File: src/common/apuPkg.sv
//--------------------------------------
// APU shared types and tables
//--------------------------------------
package apuPkg;

  typedef logic [4:0]  regAddrT;
  typedef logic [3:0]  sampleT;
  typedef logic [15:0] mixOutT;
  typedef logic [10:0] periodT;
  typedef logic [7:0]  lenCountT;

  // Register map
  localparam regAddrT Pulse1Base    = 5'h00;
  localparam regAddrT Pulse2Base    = 5'h04;
  localparam regAddrT StatusAddr    = 5'h15;
  localparam regAddrT FrameCtrlAddr = 5'h17;

  // Frame sequencer step points, in clk cycles
  localparam logic [15:0] StepQuarter1 = 16'd7457;
  localparam logic [15:0] StepHalf1    = 16'd14913;
  localparam logic [15:0] StepQuarter3 = 16'd22371;
  localparam logic [15:0] StepEnd4     = 16'd29829;
  localparam logic [15:0] StepEnd5     = 16'd37281;

  // Length counter load values, indexed by wrData[7:3]
  localparam lenCountT LengthTable [32] = '{
    8'h0A, 8'hFE, 8'h14, 8'h02, 8'h28, 8'h04, 8'h50, 8'h06,
    8'hA0, 8'h08, 8'h3C, 8'h0A, 8'h0E, 8'h0C, 8'h1A, 8'h0E,
    8'h0C, 8'h10, 8'h18, 8'h12, 8'h30, 8'h14, 8'h60, 8'h16,
    8'hC0, 8'h18, 8'h48, 8'h1A, 8'h10, 8'h1C, 8'h20, 8'h1E
  };

  // Non-linear pulse mix, indexed by pulse1 + pulse2
  localparam mixOutT PulseMixTable [31] = '{
    16'd0,     16'd760,   16'd1503,  16'd2228,  16'd2936,  16'd3627,
    16'd4303,  16'd4963,  16'd5609,  16'd6240,  16'd6858,  16'd7462,
    16'd8053,  16'd8631,  16'd9198,  16'd9752,  16'd10296, 16'd10828,
    16'd11349, 16'd11860, 16'd12361, 16'd12852, 16'd13334, 16'd13807,
    16'd14270, 16'd14725, 16'd15171, 16'd15609, 16'd16039, 16'd16461,
    16'd16876
  };

  // Duty waveforms, bit n is the output at sequence position n
  localparam logic [7:0] DutyPattern [4] = '{
    8'b1000_0000,  // 12.5%
    8'b1100_0000,  // 25%
    8'b1111_0000,  // 50%
    8'b0011_1111   // 25% inverted
  };

  localparam periodT MinValidPeriod = 11'd8;
  localparam sampleT EnvelopeMax    = 4'd15;

endpackage

File: src/common/pulseRegIf.sv
//--------------------------------------
// Pulse channel register port
//--------------------------------------
`timescale 1ns/1ps

interface pulseRegIf;
  logic       wrEn;          // One-cycle write strobe
  logic [1:0] regAddr;       // Register within the channel window
  logic [7:0] wrData;
  logic       enabled;       // Channel enable from the status register
  logic       lengthActive;  // Length counter nonzero

  modport bank (
    output wrEn, regAddr, wrData, enabled,
    input  lengthActive
  );

  modport channel (
    input  wrEn, regAddr, wrData, enabled,
    output lengthActive
  );
endinterface

File: src/pulse/pulseChannel.sv
//--------------------------------------
// Square wave channel
//--------------------------------------
`timescale 1ns/1ps

module pulseChannel
  import apuPkg::*;
#(
  parameter bit negateCarry = 1'b0  // Add-in for sweep subtraction
)
(
  input  logic        clk,
  input  logic        reset,
  input  logic        quarterFrame,
  input  logic        halfFrame,
  pulseRegIf.channel  regs,
  output sampleT      sample
);

  // Register 0
  logic [1:0] duty;
  logic       lenHalt;       // Also the envelope loop flag
  logic       constVolume;
  sampleT     volume;
  // Register 1
  logic       sweepEnable;
  logic [2:0] sweepPeriod;
  logic       sweepNegate;
  logic [2:0] sweepShift;
  logic       sweepReload;
  // Registers 2 and 3
  periodT     period;

  logic [11:0] timer;
  logic [2:0]  seqPos;
  lenCountT    lengthCount;
  sampleT      envelope;
  sampleT      envDivider;
  logic        envStart;
  logic [2:0]  sweepDivider;

  periodT      shiftedPeriod;
  periodT      sweepDelta;
  logic [11:0] sweepTarget;
  logic        validFreq;
  logic        dutyBit;

  //--------------------------------------
  // Sweep target and muting
  //--------------------------------------
  assign shiftedPeriod = period >> sweepShift;
  assign sweepDelta    = sweepNegate ? (~shiftedPeriod + periodT'(negateCarry)) : shiftedPeriod;
  assign sweepTarget   = {1'b0, period} + {1'b0, sweepDelta};
  assign validFreq     = (period >= MinValidPeriod) && (sweepNegate || !sweepTarget[11]);

  always_ff @(posedge clk) begin
    if (reset) begin
      duty         <= 2'd0;
      lenHalt      <= 1'b0;
      constVolume  <= 1'b0;
      volume       <= 4'd0;
      sweepEnable  <= 1'b0;
      sweepPeriod  <= 3'd0;
      sweepNegate  <= 1'b0;
      sweepShift   <= 3'd0;
      sweepReload  <= 1'b0;
      period       <= 11'd0;
      timer        <= 12'd0;
      seqPos       <= 3'd0;
      lengthCount  <= 8'd0;
      envelope     <= 4'd0;
      envDivider   <= 4'd0;
      envStart     <= 1'b0;
      sweepDivider <= 3'd0;
    end else begin
      // Timer runs at half rate, one duty step per expiry
      if (timer == 12'd0) begin
        timer  <= {period, 1'b0};
        seqPos <= seqPos - 3'd1;
      end else begin
        timer <= timer - 12'd1;
      end

      if (quarterFrame) begin
        if (envStart) begin
          envStart   <= 1'b0;
          envelope   <= EnvelopeMax;
          envDivider <= volume;
        end else if (envDivider == 4'd0) begin
          envDivider <= volume;
          if (envelope != 4'd0)
            envelope <= envelope - 4'd1;
          else if (lenHalt)
            envelope <= EnvelopeMax;  // Looping envelope
        end else begin
          envDivider <= envDivider - 4'd1;
        end
      end

      if (halfFrame) begin
        if (lengthCount != 8'd0 && !lenHalt)
          lengthCount <= lengthCount - 8'd1;
        if (sweepDivider == 3'd0) begin
          sweepDivider <= sweepPeriod;
          if (sweepEnable && sweepShift != 3'd0 && validFreq)
            period <= sweepTarget[10:0];
        end else begin
          sweepDivider <= sweepDivider - 3'd1;
        end
        if (sweepReload)
          sweepDivider <= sweepPeriod;
        sweepReload <= 1'b0;
      end

      // Register writes take priority over the frame clocks
      if (regs.wrEn) begin
        case (regs.regAddr)
          2'd0: begin
            duty        <= regs.wrData[7:6];
            lenHalt     <= regs.wrData[5];
            constVolume <= regs.wrData[4];
            volume      <= regs.wrData[3:0];
          end
          2'd1: begin
            sweepEnable <= regs.wrData[7];
            sweepPeriod <= regs.wrData[6:4];
            sweepNegate <= regs.wrData[3];
            sweepShift  <= regs.wrData[2:0];
            sweepReload <= 1'b1;
          end
          2'd2: begin
            period[7:0] <= regs.wrData;
          end
          default: begin
            period[10:8] <= regs.wrData[2:0];
            lengthCount  <= LengthTable[regs.wrData[7:3]];
            envStart     <= 1'b1;
            seqPos       <= 3'd0;
          end
        endcase
      end

      if (!regs.enabled)
        lengthCount <= 8'd0;
    end
  end

  assign regs.lengthActive = (lengthCount != 8'd0);
  assign dutyBit           = DutyPattern[duty][seqPos];

  always_comb begin
    if (lengthCount == 8'd0 || !validFreq || !dutyBit)
      sample = 4'd0;
    else
      sample = constVolume ? volume : envelope;
  end

endmodule

File: src/rtl/apbRegBank.sv
//--------------------------------------
// APB register bank
//--------------------------------------
`timescale 1ns/1ps

module apbRegBank
  import apuPkg::*;
(
  input  logic          clk,
  input  logic          reset,
  input  logic          psel,
  input  logic          penable,
  input  logic          pwrite,
  input  regAddrT       paddr,
  input  logic [7:0]    pwdata,
  input  logic          frameEvent,
  output logic [7:0]    prdata,
  output logic          pready,
  output logic          seqMode,
  output logic          restart,
  output logic          irq,
  pulseRegIf.bank       pulse1,
  pulseRegIf.bank       pulse2
);

  logic       wrAccess;
  logic       rdAccess;
  logic       statusWr;
  logic       statusRd;
  logic       frameWr;
  logic [1:0] enableBits;
  logic       irqInhibit;
  logic       frameIrq;
  logic [7:0] statusByte;

  // Access phase decode
  assign wrAccess = psel && penable && pwrite;
  assign rdAccess = psel && penable && !pwrite;
  assign statusWr = wrAccess && (paddr == StatusAddr);
  assign statusRd = rdAccess && (paddr == StatusAddr);
  assign frameWr  = wrAccess && (paddr == FrameCtrlAddr);

  assign pready = 1'b1;  // No wait states

  //--------------------------------------
  // Channel register routing
  //--------------------------------------
  assign pulse1.wrEn    = wrAccess && (paddr[4:2] == Pulse1Base[4:2]);
  assign pulse1.regAddr = paddr[1:0];
  assign pulse1.wrData  = pwdata;
  assign pulse1.enabled = enableBits[0];

  assign pulse2.wrEn    = wrAccess && (paddr[4:2] == Pulse2Base[4:2]);
  assign pulse2.regAddr = paddr[1:0];
  assign pulse2.wrData  = pwdata;
  assign pulse2.enabled = enableBits[1];

  //--------------------------------------
  // Control and interrupt state
  //--------------------------------------
  always_ff @(posedge clk) begin
    if (reset) begin
      enableBits <= 2'b00;
      seqMode    <= 1'b0;
      irqInhibit <= 1'b0;
      frameIrq   <= 1'b0;
    end else begin
      if (statusWr)
        enableBits <= pwdata[1:0];
      if (frameWr) begin
        seqMode    <= pwdata[7];  // 1 selects the 5-step sequence
        irqInhibit <= pwdata[6];
      end
      // A new frame event wins over a clear in the same cycle
      if (frameEvent && !irqInhibit)
        frameIrq <= 1'b1;
      else if (statusRd || (frameWr && pwdata[6]))
        frameIrq <= 1'b0;
    end
  end

  assign restart = frameWr;  // Sequencer zeroes its counter on the write
  assign irq     = frameIrq;

  assign statusByte = {1'b0, frameIrq, 4'b0000, pulse2.lengthActive, pulse1.lengthActive};
  assign prdata     = (psel && !pwrite && paddr == StatusAddr) ? statusByte : 8'h00;

endmodule

File: src/rtl/apuTop.sv
//--------------------------------------
// Pulse APU top level
//--------------------------------------
`timescale 1ns/1ps

module apuTop
  import apuPkg::*;
(
  input  logic       clk,
  input  logic       reset,
  input  logic       psel,
  input  logic       penable,
  input  logic       pwrite,
  input  regAddrT    paddr,
  input  logic [7:0] pwdata,
  output logic [7:0] prdata,
  output logic       pready,
  output mixOutT     sample,
  output logic       irq
);

  logic   seqMode;
  logic   restart;
  logic   frameEvent;
  logic   quarterFrame;
  logic   halfFrame;
  sampleT pulse1Sample;
  sampleT pulse2Sample;

  pulseRegIf pulse1Regs ();
  pulseRegIf pulse2Regs ();

  apbRegBank regBank (
    .clk        (clk),
    .reset      (reset),
    .psel       (psel),
    .penable    (penable),
    .pwrite     (pwrite),
    .paddr      (paddr),
    .pwdata     (pwdata),
    .frameEvent (frameEvent),
    .prdata     (prdata),
    .pready     (pready),
    .seqMode    (seqMode),
    .restart    (restart),
    .irq        (irq),
    .pulse1     (pulse1Regs.bank),
    .pulse2     (pulse2Regs.bank)
  );

  frameSequencer frameSeq (
    .clk          (clk),
    .reset        (reset),
    .seqMode      (seqMode),
    .restart      (restart),
    .quarterFrame (quarterFrame),
    .halfFrame    (halfFrame),
    .frameEvent   (frameEvent)
  );

  // Channel 2 uses two's complement sweep negation
  pulseChannel #(.negateCarry(1'b0)) pulse1 (
    .clk          (clk),
    .reset        (reset),
    .quarterFrame (quarterFrame),
    .halfFrame    (halfFrame),
    .regs         (pulse1Regs.channel),
    .sample       (pulse1Sample)
  );

  pulseChannel #(.negateCarry(1'b1)) pulse2 (
    .clk          (clk),
    .reset        (reset),
    .quarterFrame (quarterFrame),
    .halfFrame    (halfFrame),
    .regs         (pulse2Regs.channel),
    .sample       (pulse2Sample)
  );

  pulseMixer mixer (
    .clk          (clk),
    .reset        (reset),
    .pulse1Sample (pulse1Sample),
    .pulse2Sample (pulse2Sample),
    .sample       (sample)
  );

endmodule

File: src/rtl/frameSequencer.sv
//--------------------------------------
// Frame sequencer
//--------------------------------------
`timescale 1ns/1ps

module frameSequencer
  import apuPkg::*;
(
  input  logic clk,
  input  logic reset,
  input  logic seqMode,
  input  logic restart,
  output logic quarterFrame,
  output logic halfFrame,
  output logic frameEvent
);

  logic [15:0] cycleCount;
  logic        quarterQ;
  logic        halfQ;
  logic        restartQ;  // Restart seen last cycle, mode is now settled

  // Mode 0 (4-step)         Mode 1 (5-step)
  //   q  q+h  q  q+h+irq      q  q+h  q  -  q+h
  always_ff @(posedge clk) begin
    if (reset) begin
      cycleCount <= 16'd0;
      quarterQ   <= 1'b0;
      halfQ      <= 1'b0;
      frameEvent <= 1'b0;
      restartQ   <= 1'b0;
    end else begin
      quarterQ   <= 1'b0;
      halfQ      <= 1'b0;
      frameEvent <= 1'b0;
      restartQ   <= restart;
      cycleCount <= cycleCount + 16'd1;

      case (cycleCount)
        StepQuarter1,
        StepQuarter3: begin
          quarterQ <= 1'b1;
        end
        StepHalf1: begin
          quarterQ <= 1'b1;
          halfQ    <= 1'b1;
        end
        StepEnd4: begin
          if (!seqMode) begin
            quarterQ   <= 1'b1;
            halfQ      <= 1'b1;
            frameEvent <= 1'b1;
            cycleCount <= 16'd0;  // 4-step wrap
          end
        end
        StepEnd5: begin
          if (seqMode) begin
            quarterQ   <= 1'b1;
            halfQ      <= 1'b1;
            cycleCount <= 16'd0;  // 5-step wrap
          end
        end
        default: begin
        end
      endcase

      if (restart)
        cycleCount <= 16'd0;
    end
  end

  // 5-step mode clocks the channels right after a restart
  assign quarterFrame = quarterQ | (restartQ & seqMode);
  assign halfFrame    = halfQ | (restartQ & seqMode);

endmodule

File: src/rtl/pulseMixer.sv
//--------------------------------------
// Pulse mixer
//--------------------------------------
`timescale 1ns/1ps

module pulseMixer
  import apuPkg::*;
(
  input  logic   clk,
  input  logic   reset,
  input  sampleT pulse1Sample,
  input  sampleT pulse2Sample,
  output mixOutT sample
);

  logic [4:0] mixIndex;  // 0..30

  assign mixIndex = {1'b0, pulse1Sample} + {1'b0, pulse2Sample};

  always_ff @(posedge clk) begin
    if (reset)
      sample <= '0;
    else
      sample <= PulseMixTable[mixIndex];
  end

endmodule

File: config.mk
export PLATFORM = sky130hd
export DESIGN_NAME = apuTop
export DESIGN_NICKNAME = d
export VERILOG_FILES = /design/src/common/apuPkg.sv /design/src/common/pulseRegIf.sv /design/src/pulse/pulseChannel.sv /design/src/rtl/apbRegBank.sv /design/src/rtl/apuTop.sv /design/src/rtl/frameSequencer.sv /design/src/rtl/pulseMixer.sv
export SDC_FILE = /design/constraint.sdc
export NUM_CORES = 1
export LEC_CHECK = 0
export BUFFER_PORTS_ARGS = -buffer_cell sky130_fd_sc_hd__buf_2
export CORE_MARGIN = 1
export CORE_UTILIZATION = 35
export DETAILED_ROUTE_END_ITERATION = 10
export GPL_ROUTABILITY_DRIVEN = 0
export GPL_TIMING_DRIVEN = 0
export PLACE_DENSITY = 0.61
export SLEW_MARGIN = 30
export SYNTH_ARGS = -nofsm -noshare
export SYNTH_HDL_FRONTEND = slang
export SYNTH_SLANG_ARGS = --single-unit
File: constraint.sdc
create_clock -name clk -period 10.5 [get_ports clk]
set_input_delay 1.575 -clock clk [delete_from_list [all_inputs] [get_ports clk]]
set_output_delay 1.575 -clock clk [all_outputs]
set_load 0.03 [all_outputs]
==> reports/results.txt, run 1 <==
Hold WS - 0.453 ns
Post-DRT Antenna Nets - 0
Vias in the first global route - 9872
Final wirelength - 32.5 mm
Hold crit path type - reg2reg
FF-to-FF End - mixer.sample[1]
PD cells - 135 nW/um^2
Avg Cell Area, Syn - 7.86 sq um
Setup WS pre-CTS - 3.80 ns
Die Y - 181 um
Status - complete, but fails checks
Hold Startpoint - pulse2.sweepDivider[1]
Num CTS Buffers - 17
Clock power frac - 0.385
Initial Util - 0.355
Top_reg_cell synth - dfxtp_1
Post-synthesis register bit count - 166
Unrepaired setup endpoints after global routing - no
Final setup violation count - 0
Synth Instances - 1425
Worst-path fanout max - 10
Grt total ovfl - 0
FF/Latch Area - 3320 sq um
Worst Skew - 0.0133 ns
Number of fill cells in the layout - 3292
Clk_lat worst skew - 0.44 ns
Post-route insts no fill - 1897
Clk buf depth - 2
Power share of the combinational group - 0.191
Vias per inst - 5.62
Slew Limit Fails - 0
Mapped cell area - 11200 sq um
R2R Setup Slk - 3.69 ns
Pwr Total - 1.68 mW
Setup crit end kind - flip-flop
Worst-path clk slew - 0.07 ns
Root Driver - clkbuf_16
Global-route wire length before repair - 52.5 mm
Die Area - 32700 sq um
R2r worst-path depth - 27
Fin nets - 1563
Postcts setup bufs - 0
Commonest non-fill, non-tap cell in the layout - nor2_1
IO buf count - 32
Setup_tns - 0 ns
Sw Pwr - 530 uW
Asr flop ratio synth - 0
Yosys cell types - 83
Register area share after synthesis - 0.297
Rows - 65
Period utilization - 0.649
Peak VDD IR - 106 uV
Boundary pin count - 44
Hold endpoint - pulse2.sweepDivider[1]
Pint - 1.15 mW
Multi-input gate area - 7260 sq um
Area grow syn2layout - 11.6%
Critical path data arrival time - 7.10 ns
Final Worst Setup Slack - 3.69 ns
Initial antenna violation count - 1
Failing checks - DRC
Most frequent cells in the layout - nor2_1 (178), dfxtp_1 (166), nand2_1 (135)
Number of synthesized flops with an enable pin - 0
Leak - 4.68 nW
Hold path depth - 2
Highest clock rate - 147 MHz
Endpoints failing hold - 0
Period minus WS final - 6.81 ns
Setup CP Type - reg2reg
Largest net degree at the start of global routing - 19
Synth warnings - 0
Critical path data required time - 10.79 ns
CTS tree - yes
H-Tree Depth - 4
CP Launch Type - flip-flop
Max cap viols - 0
Resized cells post-CTS - 0
Hold Buf Count CTS - 0
Layout cells sized above 1 - 0.0843
Post-DP HPWL - 23.7 mm
Drt pass-1 iters - 8
CTS Sinks - 166
DRC Markers - 4
Switching Share - 0.315
DRT iter0 DRCs - 1021
Die X - 181 um
Worst slew margin - 0.360
DR vias - 10700
Seq pwr share - 0.423
Worst r2r src - pulse1.sweepShift[1]
Global Route Usage Sum - 0.200
WL/cell - 17.2 um
Placed cells - 1864
Worst-Margin Slew - 0.960 ns
Core Box Area - 31600 sq um
## synthesized netlist by cell type, types with 7 or more instances
cell type,number,share of area
a211oi_1,23,0.015
a211oi_2,8,0.0089
a21o_1,14,0.0094
a21oi_1,107,0.048
a22oi_1,7,0.0047
a311oi_1,23,0.018
a31oi_1,11,0.0061
and3_1,8,0.0045
buf_1,8,0.0027
buf_2,9,0.0040
buf_4,7,0.0047
clkbuf_1,73,0.024
dfxtp_1,166,0.30
ha_1,61,0.068
inv_1,53,0.018
mux2i_1,41,0.037
mux4_2,7,0.014
nand2_1,135,0.045
nand2b_1,21,0.012
nand3_1,59,0.026
nand4_1,12,0.0067
nor2_1,178,0.060
nor2b_1,18,0.010
nor3_1,57,0.025
nor4_1,18,0.010
o211ai_1,14,0.0094
o21ai_0,49,0.022
or3_1,15,0.0084
xnor2_1,44,0.034
xor2_1,40,0.031
## final cells by class
class,instances,share of cell area
tap,402,0.0402
clock buffer,17,0.0340
clock inverter,15,0.0147
inverter,53,0.0159
timing repair buffer,32,0.0128
multi-input combinational,1110,0.581
buffer,101,0.0357
sequential,166,0.266
antenna,1,0.000200
## state kept, by name (all words and copies together), names as in the netlist, 4 cells and up
register	flops
frameSeq.cycleCount	16
pulse2.timer	12
pulse2.period	11
pulse1.lengthCount	8
pulse1.timer	12
pulse1.envelope	4
pulse1.envDivider	4
pulse2.lengthCount	8
pulse2.volume	4
pulse2.envDivider	4
mixer.sample	15
pulse1.volume	4
pulse1.period	11
pulse2.envelope	4
## layer usage
layer | wire length, um | global-route usage | part of all wire
met3 | 2080 | 0.0357 | 0.064
met5 | 0 | 0 | 0
met2 | 14500 | 0.319 | 0.45
met4 | 796 | 0.0688 | 0.024
met1 | 15200 | 0.272 | 0.47
## power by group through the flow
stage               Clock, mW  Sequential [mW]  Combinational [mW]
finish                  0.648            0.712               0.322
global route            0.687            0.719               0.358
CTS                     0.656            0.712               0.324
detailed placement          0            0.726               0.321
global placement            0            0.724               0.314
floorplan                   0            0.718               0.256
## worst max-delay path, stage by stage (launching register included)
cell	delay (ns)
dfxtp_1	0.32
clkbuf_1	0.30
clkbuf_1	0.49
mux2i_1	0.29
nor2_1	0.06
a31oi_1	0.19
nand2_1	0.09
o21ai_0	0.12
xnor2_1	0.10
ha_1	0.37
a21o_1	0.20
a31o_1	0.24
o21a_1	0.22
a211o_1	0.34
or3_1	0.54
nor2_1	0.21
ha_1	0.19
inv_1	0.05
fa_1	0.58
clkbuf_1	0.40
inv_1	0.25
ha_1	0.25
clkbuf_1	0.20
nand2_1	0.18
o21a_1	0.16
nand2_1	0.05
o311ai_0	0.14
a21oi_1	0.13
## through the flow
stage | cell area, sq um | util
3_3_place_gp | 11900 | 0.377
3_5_place_dp | 11900 | 0.377
2_1_floorplan | 11200 | -
6_report | 12500 | 0.396
5_1_grt | 12500 | 0.396
4_1_cts | 12500 | 0.396
## logic make-up after synthesis
family,count (synthesis),synth area share
xor+xnor,84,0.0656
mux,55,0.0584
compound gates,327,0.201
flops,166,0.297
buf+inv,154,0.0576
simple gates,573,0.246
other cells,2,0.000670
fa+ha+maj,64,0.0735
## worst max path at each step
stage                               startpoint         endpoint  slack [ns]
after floorplan           pulse2.sweepShift[0]  mixer.sample[6]        4.77
after global placement    pulse1.sweepShift[1]  mixer.sample[1]        3.82
after detailed placement  pulse1.sweepShift[1]  mixer.sample[1]        3.80
after CTS                 pulse1.sweepShift[1]  mixer.sample[1]        3.78
after global routing      pulse1.sweepShift[1]  mixer.sample[0]        3.29
final                     pulse1.sweepShift[1]  mixer.sample[1]        3.69
No activity file was read; power rests on OpenSTA's default activity.
==> run 2: changes to the inputs <==
--- a/config.mk
+++ b/config.mk
@@ -5,13 +5,14 @@
 export SDC_FILE = /design/constraint.sdc
 export NUM_CORES = 1
 export LEC_CHECK = 0
+export ABC_AREA = 1
 export BUFFER_PORTS_ARGS = -buffer_cell sky130_fd_sc_hd__buf_2
 export CORE_MARGIN = 1
 export CORE_UTILIZATION = 35
 export DETAILED_ROUTE_END_ITERATION = 10
 export GPL_ROUTABILITY_DRIVEN = 0
 export GPL_TIMING_DRIVEN = 0
-export PLACE_DENSITY = 0.61
+export PLACE_DENSITY = 0.63
 export SLEW_MARGIN = 30
 export SYNTH_ARGS = -nofsm -noshare
 export SYNTH_HDL_FRONTEND = slang
==> constraint.sdc (replaced) <==
create_clock -name clk -period 5.7 [get_ports clk]
set_input_delay 0.855 -clock clk [delete_from_list [all_inputs] [get_ports clk]]
set_output_delay 0.855 -clock clk [all_outputs]
set_load 0.03 [all_outputs]
==> reports/results.txt, run 2 <==
Highest clock rate - 186 MHz (+27%)
Post-DRT Antenna Nets - 0 (unchanged)
Most used cell, CP - inv_1
DR vias - 11300 (+6.0%)
Asr flop ratio synth - 0 (unchanged)
Most instantiated library cell after synthesis - nand2_1
Final setup violation count - 0 (unchanged)
Global Route Usage Sum - 0.190 (-0.0102)
Clk buf depth - 2 (unchanged)
Core Box Area - 31600 sq um (unchanged)
Setup WS pre-CTS - -0.337 ns (-4.14 ns)
Synth top area share - 0.296 (-0.000694)
Largest net degree at the start of global routing - 17 (-2)
Post-synthesis simple-gate area fraction - 0.290 (+0.0434)
Worst-path clk slew - 0.07 ns (about the same)
Largest area contributor in the netlist - dfxtp_1
Pwr Total - 3.10 mW (+84%)
H-Tree Depth - 4 (unchanged)
Die Y - 181 um (+0.12%)
Rows - 65 (unchanged)
Initial antenna violation count - 0 (-1)
Endpoints failing hold - 0 (unchanged)
Setup_tns - 0 ns (unchanged)
Synth Instances - 1734 (+22%)
Final core occ - 0.399 (+0.00242)
Period utilization - 0.942 (+0.294)
Register area share after synthesis - 0.296 (-0.000694)
Adder-cell share of the synthesized area - 0.0733 (-0.000172)
DRT iter0 DRCs - 933 (-8.6%)
Vias per inst - 5.11 (-9.1%)
Biggest register - frameSeq.cycleCount
WL/cell - 14.2 um (-17%)
Global-route wire length before repair - 51.0 mm (-2.9%)
DRC Markers - 0 (-4)
Final wirelength - 31.3 mm (-3.7%)
Clk_lat worst skew - 0.44 ns (about the same)
Area grow syn2layout - 12.0%
Mux share of post-synthesis cell area - 0.00356 (-0.0548)
CP Launch Type - flip-flop
Synth warnings - 0 (unchanged)
Mapped cell area - 11200 sq um (+0.23%)
Die X - 181 um (+0.12%)
CTS tree - yes
Most frequent cells in the layout - nand2_1 (386), inv_1 (245), o21ai_0 (193)
Drt pass-1 iters - 5 (-3)
Avg Cell Area, Syn - 6.48 sq um (-18%)
Final Worst Setup Slack - 0.329 ns (-3.36 ns)
PD cells - 246 nW/um^2 (+83%)
Fin nets - 1879 (+20%)
Yosys cell types - 56 (-33%)
Vias in the first global route - 10400 (+5.0%)
Boundary pin count - 44 (unchanged)
Worst-Margin Slew - 0.939 ns (-0.0210 ns)
Die Area - 32800 sq um (+0.23%)
Top cells by area, synth - dfxtp_1 (30%), nand2_1 (13%), o21ai_0 (8.7%)
Commonest non-fill, non-tap cell in the layout - nand2_1
Unrepaired setup endpoints after global routing - yes
Setup CP Type - reg2reg
Num CTS Buffers - 17 (unchanged)
Top post-synthesis cells by count - nand2_1 (387), inv_1 (245), o21ai_0 (196)
Number of synthesized flops with an enable pin - 0 (unchanged)
Slowest cell on crit path - fa_2
Worst-path fanout max - 10 (unchanged)
Period minus WS final - 5.37 ns (-1.44 ns)
Area share of xor/xnor cells in the synthesized design - 0.0468 (-0.0189)
Max cap viols - 0 (unchanged)
Hold crit path type - reg2reg
Peak VDD IR - 216 uV (+100%)
Fraction of the mapped netlist area in compound gates - 0.178 (-0.0232)
Initial Util - 0.356 (+0.000833)
Post-DP HPWL - 23.6 mm (-0.37%)
Critical path data arrival time - 5.70 ns (-1.40 ns)
Ant diodes - 0 (-1)
Max reg flops - 16 (unchanged)
Critical path data required time - 6.03 ns (-4.76 ns)
Largest regs - frameSeq.cycleCount: 16 flops, mixer.sample: 15 flops
Status - completed
Post-synthesis register bit count - 166 (unchanged)
CP max stage delay - 0.58 ns (about the same)
CTS Sinks - 166 (unchanged)
Worst slew margin - 0.369 (+0.00921)
Leak - 5.82 nW (+24%)
Setup crit end kind - flip-flop
Root Driver - clkbuf_16
Largest family of logic cells by synthesized area - simple AND/OR/NAND/NOR gates
Top_reg_cell synth - dfxtp_1
Grt total ovfl - 0 (unchanged)
Hold Buf Count CTS - 0 (unchanged)
Slew Limit Fails - 0 (unchanged)
Worst Skew - 0.0125 ns (-0.000805 ns)
IO buf count - 35 (+9.4%)
Layout cells sized above 1 - 0.0724 (-0.0120)
## run 2: cell types whose count changed after synthesis, moves of 19 or more
cell	change
nand2_1	+252
inv_1	+192
o21ai_0	+147
nand3_1	+49
mux2i_1	-37
clkbuf_1	-36
nor3_1	-33
xnor2_1	-33
a311oi_1	-22
nand2b_1	-21
nand4_1	+19
## run 2: logic make-up (layout without fill, tap and decap cells)
logic type / after synthesis / after routing
adder cells (fa/ha/maj): 64 / 64
AND/OR/NAND/NOR: 763 / 763
buffers and inverters: 311 / 382
flip-flops: 166 / 166
AO/OA/AOI/OAI: 364 / 364
XOR/XNOR: 60 / 60
multiplexers: 4 / 4
other: 2 / 7
## run 2: cell type report
| class | instances | area (sq um) |
|---|---|---|
| inverters | 251 | 952 |
| clock buffers | 19 | 443 |
| multi-input cells | 1262 | 6700 |
| fillers | 3368 | 19000 |
| flip-flops and latches | 166 | 3320 |
| well taps | 402 | 503 |
| plain buffers | 60 | 312 |
| clock inverters | 13 | 141 |
| repair buffers | 39 | 205 |
## run 2: routing by layer
| metal | vias to the layer above | part of all wire | wire length, um | track usage |
|---|---|---|---|---|
| li1 | 5782 | - | - | - |
| met3 | 67 | 0.056 | 1740 | 0.0260 |
| met2 | 364 | 0.46 | 14400 | 0.311 |
| met4 | 0 | 0.026 | 818 | 0.0702 |
| met1 | 5085 | 0.46 | 14400 | 0.253 |
| met5 | - | 0 | 0 | 0 |
## run 2: where the power goes
part	internal (mW)	switching (mW)	total, mW
Sequential	1.25	0.0580	1.31
Clock	0.631	0.525	1.16
Combinational	0.234	0.398	0.632
Total	2.12	0.981	3.10
## run 2: worst max-delay path: cells and delay by family, from the launching register on
kind | cells | cell delay, ns
compound gates | 7 | 0.98
xor+xnor | 1 | 0.19
fa+ha+maj | 5 | 1.47
buf+inv | 9 | 1.02
flops | 1 | 0.31
simple gates | 12 | 1.31
## run 2: worst paths after layout
check	startpoint	endpoint	slack [ns]	cells after the start
setup reg to reg	pulse2.sweepShift[0]	mixer.sample[0]	0.33	34
setup / recovery	pulse2.sweepShift[0]	mixer.sample[0]	0.33	34
hold reg to reg	pulse2.timer[0]	pulse2.timer[0]	0.43	1
hold / removal	pulse2.timer[0]	pulse2.timer[0]	0.43	1
## run 2: repair_timing
action / CTS / global route
pin swaps: 1 / 3
cloned: 0 / 0
setup buffers: 1 / 3
hold endpoints to repair: 0 / 0
resized for setup: 4 / 14
endpoints found under the setup margin: 10 / 15
## run 2: per-stage QoR
step	hold WS (ns)	instance area, sq um	std cells
floorplan	0.401	11300	1739
global placement	0.412	11900	2176
finish	0.432	12600	2212
CTS	0.429	12500	2209
global route	0.441	12600	2212
detailed placement	0.419	11900	2176
==> run 3: changes to the inputs <==
--- a/config.mk
+++ b/config.mk
@@ -6,13 +6,13 @@
 export NUM_CORES = 1
 export LEC_CHECK = 0
 export ABC_AREA = 1
-export BUFFER_PORTS_ARGS = -buffer_cell sky130_fd_sc_hd__buf_2
 export CORE_MARGIN = 1
 export CORE_UTILIZATION = 35
 export DETAILED_ROUTE_END_ITERATION = 10
+export DONT_BUFFER_PORTS = 1
 export GPL_ROUTABILITY_DRIVEN = 0
 export GPL_TIMING_DRIVEN = 0
-export PLACE_DENSITY = 0.63
+export PLACE_DENSITY = 0.62
 export SLEW_MARGIN = 30
 export SYNTH_ARGS = -nofsm -noshare
 export SYNTH_HDL_FRONTEND = slang
==> constraint.sdc (replaced) <==
create_clock -name clk -period 5.7 [get_ports clk]
set_input_delay 1.425 -clock clk [delete_from_list [all_inputs] [get_ports clk]]
set_output_delay 1.425 -clock clk [all_outputs]
set_load 0.03 [all_outputs]
==> reports/results.txt, run 3 (same netlist as run 2, synthesis figures left out) <==
Crit path from - pulse2.sweepShift[0]
WL/cell - 14.4 um (+1.9%)
Worst r2r src - pulse2.sweepShift[0]
Drt pass-1 iters - 6 (+1)
Max cap viols - 0 (unchanged)
DR vias - 11100 (-1.6%)
Root Driver - clkbuf_16
Biggest register - frameSeq.cycleCount
Final instance area - 12500 sq um (-0.91%)
DRT iter0 DRCs - 883 (-5.4%)
Largest regs - frameSeq.cycleCount: 16 flops, mixer.sample: 15 flops
Clk buf depth - 2 (unchanged)
DRC Markers - 0 (unchanged)
Crit path capture - mixer.sample[0]
Setup crit end kind - flip-flop
Slowest cell on crit path - fa_2
Layout cells sized above 1 - 0.0579 (-0.0144)
Worst slew margin - 0.327 (-0.0418)
Highest clock rate - 187 MHz (+0.41%)
Fin nets - 1847 (-1.7%)
Setup CP Type - reg2reg
Clk_lat worst skew - 0.44 ns (about the same)
Vias in the first global route - 10300 (-0.61%)
Commonest non-fill, non-tap cell in the layout - nand2_1
Die Area - 32800 sq um (unchanged)
Slew Limit Fails - 0 (unchanged)
CP max stage delay - 0.59 ns (about the same)
Worst path depth - 34 (unchanged)
Initial antenna violation count - 0 (unchanged)
Num CTS Buffers - 17 (unchanged)
R2r worst-path depth - 34 (unchanged)
Boundary pin count - 44 (unchanged)
Global Route Usage Sum - 0.193 (+0.00247)
IO buf count - 0 (-100%)
PD cells - 247 nW/um^2 (+0.48%)
Post-DP HPWL - 23.8 mm (+0.87%)
Vias per inst - 5.10 (-0.17%)
Period minus WS final - 5.35 ns (-0.0222 ns)
H-Tree Depth - 4 (unchanged)
Worst-path fanout max - 10 (unchanged)
CP Launch Type - flip-flop
Status - completed
Final setup violation count - 0 (unchanged)
Most frequent cells in the layout - nand2_1 (386), inv_1 (243), o21ai_0 (191)
Period utilization - 0.938 (-0.00389)
Rows - 65 (unchanged)
Global-route wire length before repair - 51.5 mm (+0.96%)
Endpoints failing hold - 0 (unchanged)
Worst-path clk slew - 0.08 ns (about the same)
Final wirelength - 31.5 mm (+0.45%)
Hold WS - 0.421 ns (-0.0112 ns)
Max reg flops - 16 (unchanged)
Cell family with most CP delay - adder cells
Peak VDD IR - 194 uV (-11%)
Final core occ - 0.395 (-0.00365)
Placed cells - 2141 (-1.6%)
Die X - 181 um (unchanged)
Worst-Margin Slew - 1.00 ns (+0.0622 ns)
CTS Sinks - 166 (unchanged)
FF-to-FF End - mixer.sample[0]
Area grow syn2layout - 11.0%
Worst Skew - 0.0154 ns (+0.00288 ns)
Worst Path Buf+Inv - 9 (unchanged)
Critical path data required time - 6.03 ns (about the same)
Leak - 5.68 nW (-2.4%)
Post-route insts no fill - 2180 (-1.4%)
Dpl cell area - 11800 sq um (-1.5%)
Hold crit path type - reg2reg
R2R Setup Slk - 0.35 ns (+0.02 ns)
Die Y - 181 um (unchanged)
Ant diodes - 0 (unchanged)
Grt total ovfl - 0 (unchanged)
Largest net degree at the start of global routing - 20 (+3)
Initial Util - 0.356 (unchanged)
CTS tree - yes
Core Box Area - 31600 sq um (unchanged)
Critical path data arrival time - 5.68 ns (-0.02 ns)
Post-DRT Antenna Nets - 0 (unchanged)
-- run 3: metal layers --
layer,up-vias,part of all wire,wire [um],global-route usage
li1,5722,-,-,-
met3,48,0.059,1850,0.0278
met1,5032,0.46,14300,0.257
met5,-,0,0,0
met4,0,0.021,664,0.0675
met2,314,0.46,14600,0.316
-- run 3: where the power goes --
| group | switching, mW | internal, mW | total (mW) |
|---|---|---|---|
| clock | 0.567 | 0.592 | 1.16 |
| sequential | 0.0566 | 1.25 | 1.31 |
| combinational | 0.387 | 0.230 | 0.617 |
| total | 1.01 | 2.07 | 3.08 |
-- run 3: what timing repair did --
| item | 4_1_cts | 5_1_grt |
|---|---|---|
| gates resized for setup | 3 | 24 |
| setup endpoints to repair | 9 | 15 |
| hold buffers | 0 | 0 |
| buffers inserted | 1 | 6 |
| pin swaps | 1 | 4 |
-- run 3: cell type report --
cell class	instances	area (sq um)
Fill cell	3387	19100
Multi-Input combinational cell	1262	6710
Sequential cell	166	3320
Inverter	251	956
Tap cell	402	503
Clock buffer	17	425
Buffer	60	314
Clock inverter	15	179
Timing Repair Buffer	7	52.6
-- run 3: worst min-delay path by stage --
stage | start | endpoint | slack, ns | cells after the start
after floorplan | pulse1.timer[0] | pulse1.timer[0] | 0.40 | 1
after CTS | pulse2.timer[0] | pulse2.timer[0] | 0.43 | 1
after global placement | pulse2.timer[0] | pulse2.timer[0] | 0.41 | 1
final | pulse2.timer[0] | pulse2.timer[0] | 0.42 | 1
after detailed placement | pulse2.timer[0] | pulse2.timer[0] | 0.42 | 1
after global routing | pulse2.timer[0] | pulse2.timer[0] | 0.45 | 1
-- run 3: stage by stage --
step                power (mW)  setup WS (ns)  TNS (ns)
floorplan                 1.82          0.635         0
finish                    3.08          0.351         0
global placement          1.93         -0.270    -0.460
detailed placement        1.95         -0.317    -0.872
CTS                       3.10         0.0376         0
global route              3.25        -0.0258   -0.0479
